`config.mk`:
```
export PLATFORM = sky130hd
export DESIGN_NAME = pic_alu_top
export DESIGN_NICKNAME = d
export VERILOG_FILES = /design/src/pic_alu_pkg.sv /design/src/file_regs.sv /design/src/instr_decode.sv /design/src/operand_fetch.sv /design/src/alu_execute.sv /design/src/pic_alu_top.sv
export VERILOG_INCLUDE_DIRS = /design/src
export SDC_FILE = /design/constraint.sdc
export NUM_CORES = 2
export LEC_CHECK = 0
export ABC_CLOCK_PERIOD_IN_PS = 6100
export BUFFER_PORTS_ARGS = -buffer_cell sky130_fd_sc_hd__clkbuf_2
export CORE_UTILIZATION = 50
export CTS_BUF_LIST = sky130_fd_sc_hd__clkbuf_16
export CTS_CLUSTER_DIAMETER = 80
export DETAILED_ROUTE_END_ITERATION = 16
export GPL_TIMING_DRIVEN = 0
export PLACE_DENSITY = 0.72
export SETUP_SLACK_MARGIN = 0.1
export SKIP_CTS_REPAIR_TIMING = 1
export SLEW_MARGIN = 20
export SYNTH_ARGS = -nofsm -noshare
export SYNTH_HDL_FRONTEND = slang
export SYNTH_HIERARCHICAL = 1
export SYNTH_SLANG_ARGS = --single-unit
```
`constraint.sdc`:
```
create_clock -name clk -period 6.1 [get_ports clk]
set_input_delay 1.22 -clock clk [delete_from_list [all_inputs] [get_ports clk]]
set_output_delay 1.22 -clock clk [all_outputs]
set_load 0.02 [all_outputs]
```
`src/pic_alu_settings.svh`:
```
// Widths and opcode encodings for the accumulator ALU
// Opcodes are matched against the top bits of the 14-bit word
// Five- and four-bit codes leave the remaining opcode bits as don't-care
`ifndef PIC_ALU_SETTINGS_SVH
`define PIC_ALU_SETTINGS_SVH

`define PIC_DATA_W      8
`define PIC_INSTR_W     14
`define PIC_FADDR_W     7
`define PIC_FILE_DEPTH  128
`define PIC_BIT_W       3

// Byte-oriented, bits [13:8]
`define PIC_OP_ADDWF    6'b000111
`define PIC_OP_ANDWF    6'b000101
`define PIC_OP_CLR      6'b000001
`define PIC_OP_COMF     6'b001001
`define PIC_OP_DECF     6'b000011
`define PIC_OP_INCF     6'b001010
`define PIC_OP_IORWF    6'b000100
`define PIC_OP_MOVF     6'b001000
`define PIC_OP_MOVWF    6'b000000
`define PIC_OP_RLF      6'b001101
`define PIC_OP_RRF      6'b001100
`define PIC_OP_SUBWF    6'b000010
`define PIC_OP_SWAPF    6'b001110
`define PIC_OP_XORWF    6'b000110

// Literal logic, bits [13:8]
`define PIC_OP_XORLW    6'b111010
`define PIC_OP_ANDLW    6'b111001
`define PIC_OP_IORLW    6'b111000

// Literal arithmetic, bits [13:9]
`define PIC_OP_ADDLW    5'b11111
`define PIC_OP_SUBLW    5'b11110

// Bits [13:10]
`define PIC_OP_MOVLW    4'b1100
`define PIC_OP_BCF      4'b0100
`define PIC_OP_BSF      4'b0101

`endif

```
`src/pic_alu_pkg.sv`:
```
// Shared types of the ALU pipeline
// STATUS only holds Z, DC and C, in the usual bit order 2..0
// The micro-op literal field carries the bit index for BCF and BSF
`include "pic_alu_settings.svh"

package pic_alu_pkg;

    // Byte-oriented view
    typedef struct packed {
        logic [5:0]              op;
        logic                    d;     // 0 to W, 1 to file
        logic [`PIC_FADDR_W-1:0] f;
    } byte_fmt_t;

    // Bit-oriented view
    typedef struct packed {
        logic [3:0]              op;
        logic [`PIC_BIT_W-1:0]   b;
        logic [`PIC_FADDR_W-1:0] f;
    } bit_fmt_t;

    // Literal view
    typedef struct packed {
        logic [5:0]             op;
        logic [`PIC_DATA_W-1:0] k;
    } lit_fmt_t;

    // One word, three decodings
    typedef union packed {
        byte_fmt_t bytef;
        bit_fmt_t  bitf;
        lit_fmt_t  litf;
    } instr_t;

    typedef enum logic [4:0] {
        ALU_NOP,
        ALU_ADDWF,
        ALU_ANDWF,
        ALU_CLRF,
        ALU_CLRW,
        ALU_COMF,
        ALU_DECF,
        ALU_INCF,
        ALU_IORWF,
        ALU_MOVF,
        ALU_MOVWF,
        ALU_RLF,
        ALU_RRF,
        ALU_SUBWF,
        ALU_SWAPF,
        ALU_XORWF,
        ALU_BCF,
        ALU_BSF,
        ALU_MOVLW,
        ALU_ADDLW,
        ALU_SUBLW,
        ALU_ANDLW,
        ALU_IORLW,
        ALU_XORLW
    } alu_op_e;

    typedef struct packed {
        alu_op_e                 op;
        logic                    dest_f;  // Result goes to the file register
        logic [`PIC_FADDR_W-1:0] addr;
        logic [`PIC_DATA_W-1:0]  lit;     // Literal, or bit index
        logic                    valid;
    } uop_t;

    typedef struct packed {
        uop_t                   uop;
        logic [`PIC_DATA_W-1:0] operand;  // File value after bypass
    } exec_t;

    typedef struct packed {
        logic z;
        logic dc;
        logic c;
    } status_t;

    typedef struct packed {
        logic                    en;
        logic [`PIC_FADDR_W-1:0] addr;
        logic [`PIC_DATA_W-1:0]  data;
    } file_wr_t;

endpackage

```
`src/file_regs.sv`:
```
// 128 x 8 file register array
// Read is combinational, write takes effect at the clock edge
// Every location clears on asynchronous reset
`timescale 1ns/1ps
`include "pic_alu_settings.svh"

module file_regs (
    input  logic                     clk,
    input  logic                     rst_n,
    input  logic [`PIC_FADDR_W-1:0]  rd_addr,
    output logic [`PIC_DATA_W-1:0]   rd_data,
    input  pic_alu_pkg::file_wr_t    wr
);

    logic [`PIC_DATA_W-1:0] mem [`PIC_FILE_DEPTH];

    always_ff @(posedge clk or negedge rst_n) begin
        if (!rst_n) begin
            for (int i = 0; i < `PIC_FILE_DEPTH; i++) begin
                mem[i] <= '0;
            end
        end else if (wr.en) begin
            mem[wr.addr] <= wr.data;
        end
    end

    assign rd_data = mem[rd_addr];

endmodule

```
`src/instr_decode.sv`:
```
// Stage 1: captures the word, then decodes it into a micro-op a cycle later
// MOVWF with d = 0 and any unknown word retire as NOP
`timescale 1ns/1ps
`include "pic_alu_settings.svh"

module instr_decode (
    input  logic                clk,
    input  logic                rst_n,
    input  pic_alu_pkg::instr_t instr,
    input  logic                instr_valid,
    output pic_alu_pkg::uop_t   uop
);
    import pic_alu_pkg::*;

    instr_t instr_q;
    logic   instr_vq;
    uop_t   uop_d;

    always_ff @(posedge clk) begin
        instr_q <= instr;  // Payload only
    end

    always_ff @(posedge clk or negedge rst_n) begin
        if (!rst_n) begin
            instr_vq <= 1'b0;
        end else begin
            instr_vq <= instr_valid;
        end
    end

    always_comb begin
        uop_d.valid  = instr_vq;
        uop_d.op     = ALU_NOP;
        uop_d.addr   = instr_q.bytef.f;
        uop_d.dest_f = instr_q.bytef.d;
        uop_d.lit    = instr_q.litf.k;

        case (instr_q.bytef.op)
            `PIC_OP_ADDWF: uop_d.op = ALU_ADDWF;
            `PIC_OP_ANDWF: uop_d.op = ALU_ANDWF;
            `PIC_OP_CLR:   uop_d.op = instr_q.bytef.d ? ALU_CLRF : ALU_CLRW;
            `PIC_OP_COMF:  uop_d.op = ALU_COMF;
            `PIC_OP_DECF:  uop_d.op = ALU_DECF;
            `PIC_OP_INCF:  uop_d.op = ALU_INCF;
            `PIC_OP_IORWF: uop_d.op = ALU_IORWF;
            `PIC_OP_MOVF:  uop_d.op = ALU_MOVF;
            `PIC_OP_MOVWF: uop_d.op = instr_q.bytef.d ? ALU_MOVWF : ALU_NOP;
            `PIC_OP_RLF:   uop_d.op = ALU_RLF;
            `PIC_OP_RRF:   uop_d.op = ALU_RRF;
            `PIC_OP_SUBWF: uop_d.op = ALU_SUBWF;
            `PIC_OP_SWAPF: uop_d.op = ALU_SWAPF;
            `PIC_OP_XORWF: uop_d.op = ALU_XORWF;
            `PIC_OP_XORLW: uop_d.op = ALU_XORLW;
            `PIC_OP_ANDLW: uop_d.op = ALU_ANDLW;
            `PIC_OP_IORLW: uop_d.op = ALU_IORLW;
            default: ;
        endcase

        case (instr_q.litf.op[5:1])
            `PIC_OP_ADDLW: uop_d.op = ALU_ADDLW;
            `PIC_OP_SUBLW: uop_d.op = ALU_SUBLW;
            default: ;
        endcase

        case (instr_q.bitf.op)
            `PIC_OP_MOVLW: uop_d.op = ALU_MOVLW;
            `PIC_OP_BCF:   uop_d.op = ALU_BCF;
            `PIC_OP_BSF:   uop_d.op = ALU_BSF;
            default: ;
        endcase

        // Literal ops always land in W
        if (instr_q.litf.op[5:4] == 2'b11) begin
            uop_d.dest_f = 1'b0;
        end

        // Bit ops modify f in place; bit 7 is part of the index here
        if (uop_d.op == ALU_BCF || uop_d.op == ALU_BSF) begin
            uop_d.dest_f = 1'b1;
            uop_d.lit    = {{(`PIC_DATA_W-`PIC_BIT_W){1'b0}}, instr_q.bitf.b};
        end
    end

    always_ff @(posedge clk or negedge rst_n) begin
        if (!rst_n) begin
            uop <= '0;
        end else begin
            uop <= uop_d;
        end
    end

endmodule

```
`src/operand_fetch.sv`:
```
// Stage 2: reads the file operand and registers it with the micro-op
// Writeback to the same address in this cycle overrides the array data,
// since the array only takes that write at the coming edge
`timescale 1ns/1ps
`include "pic_alu_settings.svh"

module operand_fetch (
    input  logic                     clk,
    input  logic                     rst_n,
    input  pic_alu_pkg::uop_t        uop,
    output logic [`PIC_FADDR_W-1:0]  rd_addr,
    input  logic [`PIC_DATA_W-1:0]   rd_data,
    input  pic_alu_pkg::file_wr_t    wb,
    output pic_alu_pkg::exec_t       ex
);

    logic                   hit;
    logic [`PIC_DATA_W-1:0] operand;

    assign rd_addr = uop.addr;

    // Write in flight to the address being fetched
    assign hit     = wb.en && (wb.addr == uop.addr);
    assign operand = hit ? wb.data : rd_data;

    always_ff @(posedge clk or negedge rst_n) begin
        if (!rst_n) begin
            ex <= '0;
        end else begin
            ex.uop     <= uop;
            ex.operand <= operand;
        end
    end

endmodule

```
`src/alu_execute.sv`:
```
// Stage 3: result, flags, W and STATUS update
// The file write is combinational from the stage input and lands at the
// same edge as W and STATUS; retired rises at that edge for one cycle
// Subtracts are computed as first operand minus W, C meaning no borrow
`timescale 1ns/1ps
`include "pic_alu_settings.svh"

module alu_execute (
    input  logic                    clk,
    input  logic                    rst_n,
    input  pic_alu_pkg::exec_t      ex,
    output pic_alu_pkg::file_wr_t   wr,
    output logic [`PIC_DATA_W-1:0]  w,
    output pic_alu_pkg::status_t    status,
    output logic                    retired
);
    import pic_alu_pkg::*;

    logic                   use_lit;
    logic                   is_sub;
    logic [`PIC_DATA_W-1:0] add_a;
    logic [`PIC_DATA_W-1:0] add_b;
    logic [`PIC_DATA_W:0]   sum;
    logic [4:0]             nib;
    logic [`PIC_DATA_W-1:0] bit_mask;
    logic [`PIC_DATA_W-1:0] result;
    logic                   upd_z;
    logic                   active;
    logic                   wr_w;
    status_t                flags_nx;

    // One adder serves add and subtract, W inverted plus carry-in for subtract
    assign use_lit = (ex.uop.op == ALU_ADDLW) || (ex.uop.op == ALU_SUBLW);
    assign is_sub  = (ex.uop.op == ALU_SUBWF) || (ex.uop.op == ALU_SUBLW);
    assign add_a   = use_lit ? ex.uop.lit : ex.operand;
    assign add_b   = is_sub ? ~w : w;
    assign sum     = {1'b0, add_a} + {1'b0, add_b} + {{`PIC_DATA_W{1'b0}}, is_sub};
    assign nib     = {1'b0, add_a[3:0]} + {1'b0, add_b[3:0]} + {4'd0, is_sub};  // DC source

    always_comb begin
        bit_mask = '0;
        bit_mask[ex.uop.lit[`PIC_BIT_W-1:0]] = 1'b1;
    end

    always_comb begin
        result   = ex.operand;
        flags_nx = status;
        upd_z    = 1'b0;

        case (ex.uop.op)
            ALU_ADDWF, ALU_SUBWF, ALU_ADDLW, ALU_SUBLW: begin
                result      = sum[`PIC_DATA_W-1:0];
                flags_nx.c  = sum[`PIC_DATA_W];
                flags_nx.dc = nib[4];
                upd_z       = 1'b1;
            end
            ALU_ANDWF: begin
                result = w & ex.operand;
                upd_z  = 1'b1;
            end
            ALU_IORWF: begin
                result = w | ex.operand;
                upd_z  = 1'b1;
            end
            ALU_XORWF: begin
                result = w ^ ex.operand;
                upd_z  = 1'b1;
            end
            ALU_ANDLW: begin
                result = w & ex.uop.lit;
                upd_z  = 1'b1;
            end
            ALU_IORLW: begin
                result = w | ex.uop.lit;
                upd_z  = 1'b1;
            end
            ALU_XORLW: begin
                result = w ^ ex.uop.lit;
                upd_z  = 1'b1;
            end
            ALU_CLRF, ALU_CLRW: begin
                result = '0;
                upd_z  = 1'b1;
            end
            ALU_COMF: begin
                result = ~ex.operand;
                upd_z  = 1'b1;
            end
            ALU_DECF: begin
                result = ex.operand - 1'b1;
                upd_z  = 1'b1;
            end
            ALU_INCF: begin
                result = ex.operand + 1'b1;
                upd_z  = 1'b1;
            end
            ALU_MOVF: upd_z = 1'b1;             // Operand passes through
            ALU_MOVWF: result = w;
            ALU_RLF: begin
                result     = {ex.operand[`PIC_DATA_W-2:0], status.c};
                flags_nx.c = ex.operand[`PIC_DATA_W-1];
            end
            ALU_RRF: begin
                result     = {status.c, ex.operand[`PIC_DATA_W-1:1]};
                flags_nx.c = ex.operand[0];
            end
            ALU_SWAPF: result = {ex.operand[3:0], ex.operand[7:4]};
            ALU_BCF:   result = ex.operand & ~bit_mask;
            ALU_BSF:   result = ex.operand | bit_mask;
            ALU_MOVLW: result = ex.uop.lit;
            default: ;                          // NOP
        endcase

        if (upd_z) begin
            flags_nx.z = (result == '0);
        end
    end

    assign active = ex.uop.valid && (ex.uop.op != ALU_NOP);
    assign wr_w   = active && !ex.uop.dest_f;

    // File write goes out this cycle, operand_fetch bypasses from it
    assign wr.en   = active && ex.uop.dest_f;
    assign wr.addr = ex.uop.addr;
    assign wr.data = result;

    always_ff @(posedge clk or negedge rst_n) begin
        if (!rst_n) begin
            w       <= '0;
            status  <= '0;
            retired <= 1'b0;
        end else begin
            retired <= ex.uop.valid;    // NOPs retire too
            if (active) begin
                status <= flags_nx;
            end
            if (wr_w) begin
                w <= result;
            end
        end
    end

endmodule

```
`src/pic_alu_top.sv`:
```
// Accumulator ALU top: decode, operand fetch, execute plus the file array
// A word taken at edge k updates W, STATUS and the array at edge k+3
// No stall path; one word per cycle may be issued
`timescale 1ns/1ps
`include "pic_alu_settings.svh"

module pic_alu_top (
    input  logic                    clk,
    input  logic                    rst_n,
    input  pic_alu_pkg::instr_t     instr,
    input  logic                    instr_valid,
    output logic [`PIC_DATA_W-1:0]  w,
    output pic_alu_pkg::status_t    status,
    output logic                    retired
);
    import pic_alu_pkg::*;

    uop_t                    uop;
    exec_t                   ex;
    file_wr_t                wr;      // Array write and fetch bypass
    logic [`PIC_FADDR_W-1:0] rd_addr;
    logic [`PIC_DATA_W-1:0]  rd_data;

    instr_decode u_decode (
        .clk         (clk),
        .rst_n       (rst_n),
        .instr       (instr),
        .instr_valid (instr_valid),
        .uop         (uop)
    );

    operand_fetch u_fetch (
        .clk     (clk),
        .rst_n   (rst_n),
        .uop     (uop),
        .rd_addr (rd_addr),
        .rd_data (rd_data),
        .wb      (wr),
        .ex      (ex)
    );

    file_regs u_file (
        .clk     (clk),
        .rst_n   (rst_n),
        .rd_addr (rd_addr),
        .rd_data (rd_data),
        .wr      (wr)
    );

    alu_execute u_exec (
        .clk     (clk),
        .rst_n   (rst_n),
        .ex      (ex),
        .wr      (wr),
        .w       (w),
        .status  (status),
        .retired (retired)
    );

endmodule

```
==> impl_metrics.env <==
export IMPL_status="finished, final reports clean"
export IMPL_synthArstFlopShare_pct=98.7
export IMPL_area_growth_pct=11.2
export IMPL_hold_class="reg -> reg"
export IMPL_min_from="u_decode/instr_q[4]"
export IMPL_clkLatencyLatePin_ns=0.72
export IMPL_cts_buffers=113
export IMPL_crit_buf_inv=3
export IMPL_required_ns=6.74
export IMPL_pin_count=29
export IMPL_portBuffers=28
export IMPL_crit_family="compound AO/OA/AOI/OAI gates"
export IMPL_fin_crit_ns=5.71
export IMPL_die_x_um=325
export IMPL_tns_ns=0
export IMPL_place_hpwl_mm=104
export IMPL_crit_type="reg -> reg"
export IMPL_cpMaxStageDelayCell="a211oi_1"
export IMPL_cp_arrival_ns=6.35
export IMPL_drive_above_1_share_pct=46.9
export IMPL_worstMarginPinSlew_ns=1.18
export IMPL_max_freq_ghz=0.175
export IMPL_synth_warnings=6
export IMPL_num_rows=117
export IMPL_fp_dieArea_sq_um=105000
export IMPL_cts_tree="done"
export IMPL_start_util_pct=50.8
export IMPL_irDropWorstVdd_uv=243
export IMPL_final_common_cell="dfrtp_1"
export IMPL_maxCapViolCount=0
export IMPL_min_to="u_decode/uop[13]"
export IMPL_min_delay_path_depth=0
export IMPL_die_height_um=325
export IMPL_maxSlewViolCount=0
export IMPL_path_clk_slew_ns=0.06
export IMPL_comb_power_share_pct=13.9
export IMPL_r2r_cells=14
export IMPL_seqCellArea_sq_um=27500
export IMPL_cts_sinks=1103
export IMPL_stdcell_area_sq_um=57900
export IMPL_syn_nets=3437
export IMPL_nets=3596
export IMPL_synth_cell_types=96
export IMPL_drt_iter0_drc=3206
export IMPL_drt_antenna_violating_nets=0
export IMPL_crit_path_max_incr_delay_ns=0.74
export IMPL_dr_pass1_iters=7
export IMPL_core_area_sq_um=102000
export IMPL_rsz0062_at_grt="false"
export IMPL_crit_chain="buf_6 > nor2_2 > nand2_1 > ha_1 > o21ai_0 > o21bai_1 > a2111oi_2 > nor3_1 > nor3b_2 > o32ai_1 > a211oi_1 > clkbuf_1 > clkbuf_1 > mux2_2"
export IMPL_worstReg2RegStart="u_fetch/ex[29]"
export IMPL_grt_max_degree=93
export IMPL_setup_viol=0
export IMPL_min_period_over_period_pct=93.6
export IMPL_dpl_instance_area_sq_um=54300
export IMPL_sw_frac_of_total_pct=28.5
export IMPL_rr_endpoint="u_file/mem[319]"
export IMPL_cp_max_fo=10
export IMPL_cts_buffer_depth=3
export IMPL_internal_power_uw=11900
export IMPL_power_frac_seq_pct=46.3
export IMPL_worst_path_most_repeated_cell="clkbuf_1"
export IMPL_dominantRegCellSynth="dfrtp_1"
export IMPL_final_core_util_pct=56.5
export IMPL_place_ws_ns=0.123
export IMPL_clockPowerShare_pct=39.8
export IMPL_globalRoute_totalOverflow=0
export IMPL_fillers=8127
export IMPL_vias=31817
export IMPL_synth_seq_cells=1103
export IMPL_holdWs_ns=0.345
export IMPL_cp_end_kind="register"
export IMPL_place_gp_congestion=0.944
export IMPL_grt_pass1_vias=32643
export IMPL_p_switching_uw=4740
export IMPL_multi_input_area_sq_um=23200
export IMPL_fin_skew_ns=0.0332
export IMPL_relSlewSlack_pct=20.9
export IMPL_synth_seq_area_share_pct=52.9
export IMPL_finalWorstSetupSlack_ns=0.393
export IMPL_cts_root_buffer="clkbuf_16"
export IMPL_grt_pass1_wl_mm=220
export IMPL_antenna_found_initial=3
export IMPL_p_leak_uw=0.0273
export IMPL_grt_usage_pct=28.2
export IMPL_hold_viol=0
export IMPL_syn_avg_cell_area_sq_um=15.3
export IMPL_htree_levels=3
export IMPL_worst_r2r_setup_slack_ns=0.39
export IMPL_synthCells=3405
export IMPL_start_kind="register"
export IMPL_vias_per_cell=6.34
export IMPL_final_cell_mix="dfrtp_1, mux2_2, mux4_2"
export IMPL_worstSetupPathDepth=14
export IMPL_route_detailed_drc=0
export IMPL_drt_total_wl_mm=147
export IMPL_synth_edff_count=0
export IMPL_post_drt_wl_per_cell_um=29.3
export IMPL_p_per_area_nw_per_um2=288
export IMPL_synth_area_sq_um=52000
[sequential cells by signal, indices dropped and copies added, names as in the netlist]
name / count
u_file/mem: 1024
u_fetch/ex: 30
u_decode/uop: 22
u_decode/instr_q: 14
u_exec/w: 8
u_exec/status: 3
u_decode/instr_vq: 1
u_exec/retired: 1
[stage by stage]
stage	std cells	total power, uW
after floorplan	3405	9010
after global placement	4801	10100
after detailed placement	4817	10100
after CTS	5020	16700
after global routing	5021	17200
final	5022	16700
[power groups by stage]
stage               logic, uW  registers, uW  clock network, uW
finish                   2310           7710               6630
global route             2430           7730               7010
CTS                      2270           7710               6740
detailed placement       2270           7840                  0
global placement         2220           7860                  0
floorplan                1210           7810                  0
[worst reg2reg max path: cells and delay by family, from the launching register on]
kind / cells / cell delay, ns
compound gates: 5 / 1.68
fa+ha+maj: 1 / 0.46
buf+inv: 3 / 1.50
flops: 1 / 0.46
mux: 1 / 0.30
simple gates: 4 / 1.26
[final cells by class]
cell class / count / share of cell area (%)
sequential: 1103 / 47.6
multi-input combinational: 2013 / 40.2
clock buffer: 114 / 4.93
tap: 1368 / 2.96
buffer: 274 / 2.16
clock inverter: 89 / 1.17
timing repair buffer: 44 / 0.953
inverter: 15 / 0.0973
antenna: 2 / 0.00865
[metal layers]
metal  share of wire (%)  track usage (%)
met1                  42             39.4
met2                  45             42.7
met3                 7.7             6.03
met4                 4.7             12.0
met5              0.0095                0
[worst max path at each step]
stage	from	endpoint
final	u_fetch/ex[29]	u_file/mem[319]
after global routing	u_fetch/ex[29]	u_file/mem[319]
after CTS	u_fetch/ex[28]	u_file/mem[1006]
after detailed placement	u_fetch/ex[28]	u_file/mem[230]
after global placement	rst_n	u_exec/status[0]
after floorplan	u_fetch/ex[28]	u_file/mem[838]
[cell families after synthesis]
group | synth area share, %
AOI/OAI and AO/OA | 2.50
xor gates and xnor gates | 0.421
adders and majority gates | 0.389
buffers and inverters | 2.50
DFF | 52.9
muxes | 37.4
and+or+nand+nor | 3.89
[cells in the mapped netlist (all sizes together), types with 19 or more instances]
| cell type | count | area [sq um] |
|---|---|---|
| nor2 | 85 | 337 |
| mux4 | 336 | 7570 |
| mux2 | 1051 | 11800 |
| clkbuf | 181 | 679 |
| nor3 | 32 | 196 |
| a21oi | 38 | 198 |
| o21ai | 37 | 185 |
| buf | 93 | 563 |
| dfrtp | 1089 | 27300 |
| nor2b | 19 | 119 |
| nand2 | 142 | 533 |
(Power assumes the default switching activity.)
